[src/vector_alu_pkg.sv]
`default_nettype none

package vector_alu_pkg;

    // Scalar register width
    localparam int XLEN = 32;

    // Element sizes in bits
    localparam int EW8_BITS  = 8;
    localparam int EW16_BITS = 16;
    localparam int EW32_BITS = 32;

    typedef enum logic [4:0] {
        vadd, vsub, vrsub,
        vand, vor, vxor,
        vsll, vsrl, vsra,
        vmin, vminu, vmax, vmaxu,
        vmul, vmulh, vmulhu, vmulhsu
    } vec_op_e;

    typedef enum logic [1:0] {
        EW8  = 2'b00,
        EW16 = 2'b01,
        EW32 = 2'b10
    } vsew_e;

    // Where the second operand comes from
    typedef enum logic [1:0] {
        SRC_VV = 2'b00,
        SRC_VX = 2'b01,
        SRC_VI = 2'b10
    } opsrc_e;

    // Per-width index equal to log2 of element size in bytes
    function automatic logic [1:0] sew_log2_bytes(input vsew_e sew);
        unique case (sew)
            EW8:     return 2'd0;
            EW16:    return 2'd1;
            default: return 2'd2;
        endcase
    endfunction

endpackage

`default_nettype wire
[src/vector_operand_broadcast.sv]
`default_nettype none

module vector_operand_broadcast
    import vector_alu_pkg::*;
#(
    parameter int VLEN = 64
) (
    input  opsrc_e          opsrc_i,
    input  vsew_e           vsew_i,
    input  logic [VLEN-1:0] vs1_i,
    input  logic [XLEN-1:0] scalar_i,
    input  logic [4:0]      imm_i,
    output logic [VLEN-1:0] operand_b_o
);

    localparam int VLENB = VLEN / 8;

    logic [XLEN-1:0] scalar_elem;
    logic [VLEN-1:0] splat;

    // Immediate is sign-extended to full XLEN first,
    // so truncating to the element keeps the sign
    always_comb begin
        unique case (opsrc_i)
            SRC_VI:  scalar_elem = {{(XLEN-5){imm_i[4]}}, imm_i};
            default: scalar_elem = scalar_i;
        endcase
    end

    // Replicate the low element-width bits into every element
    always_comb begin
        unique case (vsew_i)
            EW8:     splat = {VLENB{scalar_elem[EW8_BITS-1:0]}};
            EW16:    splat = {(VLENB/2){scalar_elem[EW16_BITS-1:0]}};
            default: splat = {(VLENB/4){scalar_elem[EW32_BITS-1:0]}};
        endcase
    end

    always_comb begin
        unique case (opsrc_i)
            SRC_VV:  operand_b_o = vs1_i;
            default: operand_b_o = splat;
        endcase
    end

endmodule

`default_nettype wire

[config.mk]
export PLATFORM = sky130hd
export DESIGN_NAME = vector_operand_broadcast
export DESIGN_NICKNAME = d
export VERILOG_FILES = /design/src/vector_alu_pkg.sv /design/src/vector_operand_broadcast.sv
export SDC_FILE = /design/constraint.sdc
export NUM_CORES = 1
export LEC_CHECK = 0
export BUFFER_PORTS_ARGS = -buffer_cell sky130_fd_sc_hd__buf_2
export CAP_MARGIN = 0
export CORE_MARGIN = 5
export CORE_UTILIZATION = 34
export DETAILED_ROUTE_END_ITERATION = 8
export PLACE_DENSITY = 0.92
export SETUP_SLACK_MARGIN = 0.1
export SLEW_MARGIN = 40
export SYNTH_ARGS = -nofsm -noshare
export SYNTH_HDL_FRONTEND = slang
export SYNTH_SLANG_ARGS = --single-unit
export TNS_END_PERCENT = 100
[constraint.sdc]
create_clock -name vclk -period 1.8
set_input_delay 0.36 -clock vclk [all_inputs]
set_output_delay 0.36 -clock vclk [all_outputs]
set_load 0.005 [all_outputs]
# Word-level counts from Yosys, hierarchy flattened

Cells that the tools add are included.

Flip-flop bits (word level): 0
Input bits: 105
Output and inout port bits: 64
Logic and storage cells: 7

Equal/unequal tests: 2
Mux-type cells: 3
Reductions and logical operators: 2

Operators with widths:

| operator                                      | number |
|---|---|
| case mux 64 bit (2 select lines)              | 1 |
| two-way mux 64 bit                            | 1 |
| two-way mux 32 bit                            | 1 |
| zero test 2 bit                               | 2 |
| == test 2 x 1 -> 1 bit, second input constant | 1 |
| == test 2 bit, second input constant          | 1 |

# Logic depth before layout (Yosys ltp)

Gate-level depths: netlist of run 1.

Depth after elaboration: 4
Gate-level depth with buffers: 7
Gate-level depth less buffers: 4

# Worst setup path before layout of run 1

No wires, ideal clock.

Path type: input -> output
Start point: input opsrc_i[0]
End point: output operand_b_o[27]
Data arrival time: 1.356 ns
Path slack: 0.084 ns
Stages on the path: 6
Path buffers: 2
Path through: buf_4 -> nand2b_4 -> buf_12 -> mux2i_4 -> o221a_1 -> nor2_1

Word-level cells in the longest chain between the ends: 4
Elaborated cells on any way between the ends: 5
Those cells by class: 1 x eq/ne; 3 x mux; 1 x reduce/logical

RTL lines:

| item                             | RTL line                       | text |
|---|---|---|
| start: declaration               | vector_operand_broadcast.sv:8  | `input opsrc_e opsrc_i,` |
| == test 2 bit                    | vector_operand_broadcast.sv:24 | `unique case (opsrc_i)` |
| two-way mux 32 bit               | vector_operand_broadcast.sv:24 |  |
| case mux 64 bit (2 select lines) | vector_operand_broadcast.sv:32 | `unique case (vsew_i)` |
| two-way mux 64 bit *             | vector_operand_broadcast.sv:40 | `unique case (opsrc_i)` |
| end: declaration                 | vector_operand_broadcast.sv:13 | `output logic [VLEN-1:0] operand_b_o` |

Mark *: on every way between the ends. The rest lies on a longest branch, timed or not.

# Final worst setup path of run 1

Start point: input opsrc_i[0]
End point: output operand_b_o[53]

The elaborated chain is that of the path after synthesis.

==> flow_summary.json, run 1 <==
{
  "grt_max_degree": 29,
  "overflow": 0,
  "max_freq_ghz": 0.531,
  "io_buffers": 169,
  "crit_path_end_kind": "primary output",
  "final_cell_area_um2": 2880,
  "die_height_um": 71.9,
  "fp.dieW_um": 71.9,
  "period_share_pct": 105,
  "yosysWarnings": 0,
  "path_cells": "buf_8 -> and3b_4 -> buf_6 -> a21oi_2 -> nor2_2 -> a21o_1 -> buf_2",
  "syn_avg_cell_area_um2": 6.12,
  "timing_hold_violations_final": 0,
  "grt_pass1_vias": 2463,
  "setup_viol_count_final": 36,
  "seqCellArea_um2": 0,
  "detail_route.iter0.violations": 125,
  "max_cap_viol_count": 0,
  "start_util_pct": 35.3,
  "nFlopsAndLatches": 0,
  "fin_nets": 508,
  "synth_xor_area_share_pct": 0,
  "hold_buffers": 0,
  "drc": 0,
  "track_usage_pct": 26.0,
  "finalCoreUtilization_pct": 78.0,
  "status": "finished with violations",
  "rows": 22,
  "area_delta_synth_final_pct": 121,
  "syn_area_um2": 1300,
  "whs_ns": 0.984,
  "clockBufferCount": 0,
  "syn_nets": 318,
  "internal_power_uw": 469,
  "synth_top_area_share_pct": 16.7,
  "synthMuxAreaShare_pct": 8.25,
  "p_sw_share_pct": 47.4,
  "wl_per_cell_um": 18.4,
  "violations": "setup timing",
  "vias": 2502,
  "p_sw_uw": 422,
  "holdPathStages": 3,
  "synth_compound_area_share_pct": 55.3,
  "combPwrFrac_pct": 100.0,
  "path_class": "input port to primary output",
  "ys_seq_area_share_pct": 0,
  "synthDistinctLibCells": 32,
  "ant_nets": 0,
  "mostFrequentLayoutCells": "165 x buf_2, 38 x nor2_1, 29 x a21o_1",
  "layout-drive-gt1-share_pct": 68.6,
  "relSlewSlack_pct": 80.0,
  "drv_slew": 0,
  "hold_start": "vs1_i[52]",
  "powerDensity_nw_per_um2": 309,
  "cellLeakagePower_nw": 1.58,
  "yosys.area.top_type": "a21o_1",
  "pin_count": 169,
  "crit_path_max_fanout": 7,
  "cp.arrival_ns": 1.52,
  "synth_cells": 213,
  "yosys.area_share.simple_pct": 27.3,
  "slowest_delay_ns": 0.42,
  "place_congestion": 0.810,
  "slowest_stage": "and3b_4",
  "place_hpwl_mm": 5.69,
  "coreArea_um2": 3690,
  "pre_cts_ws_ns": -0.127,
  "tightest_slew_ns": 0.300,
  "viasPerCell": 5.56,
  "synthAdderAreaFrac_pct": 0,
  "grt_pass1_wl_mm": 11.1,
  "min_path_type": "input port to primary output",
  "start_kind": "input port",
  "layout_commonest_cell": "buf_2",
  "floorplan.die_area_um2": 5170,
  "final.min_clock_period_ns": 1.88,
  "first_pass_iters": 4,
  "routed_wl_mm": 8.30,
  "netlist_top_cells_area": "a21o_1 17%, a21oi_1 16%, nor2_1 13%, o22ai_1 4.8%, a21bo_2 4.6%",
  "vdd_ir_drop_max_mv": 0.206,
  "cp.required_ns": 1.44,
  "clockPowerShare_pct": 0,
  "pwr-share-seq_pct": 0,
  "antenna_found_initial": 0,
  "whs_endpoint": "operand_b_o[52]",
  "grt_setup_unrepaired": "yes",
  "placedInstanceArea_um2": 2370,
  "fin_ws_ns": -0.0819,
  "synth_top_family_by_area": "compound AO/OA/AOI/OAI gates"
}
worst max path at each step:
stage | start | to | depth (start not counted)
6_report | opsrc_i[0] | operand_b_o[53] | 7
5_1_grt | opsrc_i[0] | operand_b_o[26] | 7
4_1_cts | opsrc_i[0] | operand_b_o[27] | 7
3_5_place_dp | opsrc_i[0] | operand_b_o[43] | 7
3_3_place_gp | opsrc_i[0] | operand_b_o[9] | 7
2_1_floorplan | opsrc_i[0] | operand_b_o[27] | 6
Yosys cell counts (all sizes together), types with 6 or more instances:
library cell and number:
o21ai 6, buf 12, o22ai 10, a21o 29, a21bo 6, nor2 47, a21oi 45, nand2 9
nand2b 9, o221a 6, mux2i 6, clkbuf 8
cell type report:
class	count	area [µm²]
timing repair buffer	207	1320
antenna	1	2.50
fill	241	811
tap	48	60.1
multi-input combinational	193	1490
inverter	1	3.75
stage by stage:
step / total power [mW] / setup TNS [ns] / cells
finish: 0.891 / -1.40 / 450
global route: 0.955 / -3.84 / 449
CTS: 0.795 / -0.828 / 447
detailed placement: 0.710 / -3.18 / 441
global placement: 0.697 / -2.28 / 441
floorplan: 0.339 / 0 / 213
power groups by stage:
| stage | Combinational [mW] | Clock [mW] | Sequential (mW) |
|---|---|---|---|
| floorplan | 0.339 | 0 | 0 |
| global placement | 0.697 | 0 | 0 |
| detailed placement | 0.710 | 0 | 0 |
| CTS | 0.795 | 0 | 0 |
| global route | 0.955 | 0 | 0 |
| finish | 0.891 | 0.0000000744 | 0 |
cell families (layout without fill, tap and decap cells):
kind of cell	after synthesis	count (layout)
AOI/OAI and AO/OA	107	107
buffers and inverters	21	208
muxes	8	8
other	0	1
and+or+nand+nor	77	78
repair_timing:
| item | 4_1_cts | 5_1_grt |
|---|---|---|
| hold endpoints to repair | 0 | 0 |
| endpoints found under the setup margin | 58 | 64 |
| resized for setup | 52 | 42 |
| gates cloned | 1 | 2 |
| pin swaps | 16 | 21 |
| buffers inserted | 5 | 3 |
worst max-delay path, delay by kind of cell:
family                 cells  cell delay [ns]
AND/OR/NAND/NOR            2             0.60
AO/OA/AOI/OAI              2             0.18
buffers and inverters      3             0.37
per-layer routing:
metal | GRT usage (%) | up-vias | wire (µm)
li1 | - | 1156 | -
met1 | 27.3 | 1130 | 2860
met2 | 50.9 | 178 | 4280
met3 | 4.29 | 38 | 708
met4 | 9.60 | 0 | 440
met5 | 0 | - | 0
Power figures use the tool's default switching activity.
==> run 2, diff against run 1 <==
--- a/config.mk
+++ b/config.mk
@@ -8,9 +8,10 @@
 export BUFFER_PORTS_ARGS = -buffer_cell sky130_fd_sc_hd__buf_2
 export CAP_MARGIN = 0
 export CORE_MARGIN = 5
-export CORE_UTILIZATION = 34
+export CORE_UTILIZATION = 30
 export DETAILED_ROUTE_END_ITERATION = 8
-export PLACE_DENSITY = 0.92
+export GPL_TIMING_DRIVEN = 0
+export PLACE_DENSITY = 0.86
 export SETUP_SLACK_MARGIN = 0.1
 export SLEW_MARGIN = 40
 export SYNTH_ARGS = -nofsm -noshare
==> constraint.sdc (replaced) <==
create_clock -name vclk -period 1.6
set_input_delay 0.32 -clock vclk [all_inputs]
set_output_delay 0.32 -clock vclk [all_outputs]
set_load 0.005 [all_outputs]
==> run 2 against run 1 <==
Compared with the run above:
- the run still ends with setup timing left
- wire length grew 0.59%
- first-iteration DRC count grew 78%
- utilization shrank 6.1 points
- via count grew 2.2%
- clock-buffer cell count is the same
- largest cell class unchanged
==> flow_summary.json, run 2 (synthesis gave the netlist of run 1 again) <==
{
  "status": "finished with violations",
  "violations": "setup timing",
  "wl_per_cell_um": 18.2,
  "fill_cells": 311,
  "multiInputGateArea_um2": 1620,
  "routed_wl_mm": 8.35,
  "place_hpwl_mm": 5.53,
  "min_path_type": "input port to primary output",
  "final_cell_area_um2": 3090,
  "clockPowerShare_pct": 0,
  "hold_start": "vs1_i[49]",
  "crit_path_max_fanout": 10,
  "viasPerCell": 5.57,
  "fp.dieW_um": 75.9,
  "first_pass_iters": 5,
  "max_freq_ghz": 0.546,
  "io_buffers": 168,
  "fin_ws_ns": -0.230,
  "floorplan.die_area_um2": 5760,
  "path_class": "input port to primary output",
  "grt_setup_unrepaired": "yes",
  "antenna_found_initial": 0,
  "pwr-share-seq_pct": 0,
  "p_sw_share_pct": 47.2,
  "p_sw_uw": 508,
  "die_height_um": 75.9,
  "finalSetupTns_ns": -8.24,
  "rows": 24,
  "vias": 2556,
  "antenna_cells": 0,
  "start_kind": "input port",
  "layout_commonest_cell": "buf_2",
  "cellLeakagePower_nw": 1.63,
  "whs_ns": 0.903,
  "relSlewSlack_pct": 75.0,
  "tightest_slew_ns": 0.376,
  "mostFrequentLayoutCells": "167 x buf_2, 30 x nor2_1, 29 x a21oi_2, 29 x a21o_1, 16 x buf_4",
  "fin_nets": 514,
  "finalCoreUtilization_pct": 71.9,
  "timing_hold_violations_final": 0,
  "seqCellArea_um2": 0,
  "worstSetupStartpoint": "opsrc_i[0]",
  "cp.required_ns": 1.28,
  "final.min_clock_period_ns": 1.83,
  "combPwrFrac_pct": 100.0,
  "layout-drive-gt1-share_pct": 75.4,
  "vdd_ir_drop_max_mv": 0.182,
  "drv_slew": 0,
  "detail_route.iter0.violations": 223,
  "grt_pass1_vias": 2380,
  "max_cap_viol_count": 0,
  "period_share_pct": 114,
  "internal_power_uw": 567,
  "grt_pass1_wl_mm": 11.3,
  "totalPowerFinal_mw": 1.07,
  "pin_count": 169,
  "drc": 0,
  "powerDensity_nw_per_um2": 348,
  "start_util_pct": 30.4,
  "coreArea_um2": 4290,
  "clockBufferCount": 0,
  "area_delta_synth_final_pct": 137,
  "place_congestion": 0.864,
  "placedInstanceArea_um2": 2270,
  "setup_viol_count_final": 56,
  "track_usage_pct": 22.5,
  "crit_path_end_kind": "primary output",
  "ant_nets": 0,
  "grt_max_degree": 11,
  "cp.arrival_ns": 1.51,
  "overflow": 0,
  "nFlopsAndLatches": 0
}
==> run 2: cell count changes in the layout (fill, tap and decap cells not counted), moves of 3 or more <==
| cell | change |
|---|---|
| a21oi_1 | -8 |
| a21oi_2 | +8 |
| nor2_1 | -8 |
| nor2_2 | +7 |
| buf_8 | +6 |
| o21ai_0 | -5 |
| mux2i_1 | -4 |
| buf_6 | -3 |
| o21ai_2 | +3 |
==> run 2: metrics by stage <==
step / cells / setup slack, ns
2_1_floorplan: 213 / -0.00730
3_3_place_gp: 433 / -0.340
3_5_place_dp: 433 / -0.367
4_1_cts: 446 / -0.178
5_1_grt: 459 / -0.272
6_report: 459 / -0.230
==> run 2: final cells by class <==
cell class / instances / share of cell area, %
well taps: 52 / 2.11
repair buffers: 195 / 37.7
multi-input cells: 192 / 52.3
plain buffers: 19 / 7.74
inverters: 1 / 0.122
==> run 2: path summary, 6_finish.rpt <==
kind / end / slack, ns / cells after the start
worst max-delay path: operand_b_o[27] / -0.23 / 8
worst min-delay path: operand_b_o[49] / 0.90 / 3
==> run 2: power by group through the flow <==
stage	Clock (mW)	Sequential, mW	Combinational [mW]
after floorplan	0	0	0.401
after global placement	0	0	0.757
after detailed placement	0	0	0.772
after CTS	0	0	0.925
after global routing	0	0	1.15
final	0	0	1.07
==> run 2: critical path: stages <==
cell and delay [ns]:
buf_8 0.11, nand2b_4 0.16, buf_12 0.16, buf_6 0.15, o21ai_2 0.18, o221a_1 0.24
nor2_1 0.06, buf_2 0.12
==> run 2: repair_timing <==
action	CTS	global route
hold buffers	0	0
cloned	1	3
buffers inserted	13	10
setup endpoints to repair	64	64
gates resized for setup	85	51
pin swaps	13	20
==> run 2: metal layers <==
layer | track usage [%] | share of wire, % | up-vias
met2 | 40.2 | 49 | 186
met1 | 27.5 | 39 | 1179
met4 | 4.63 | 2.6 | 0
li1 | - | - | 1163
met3 | 4.62 | 9.3 | 28
met5 | 0 | 0 | -
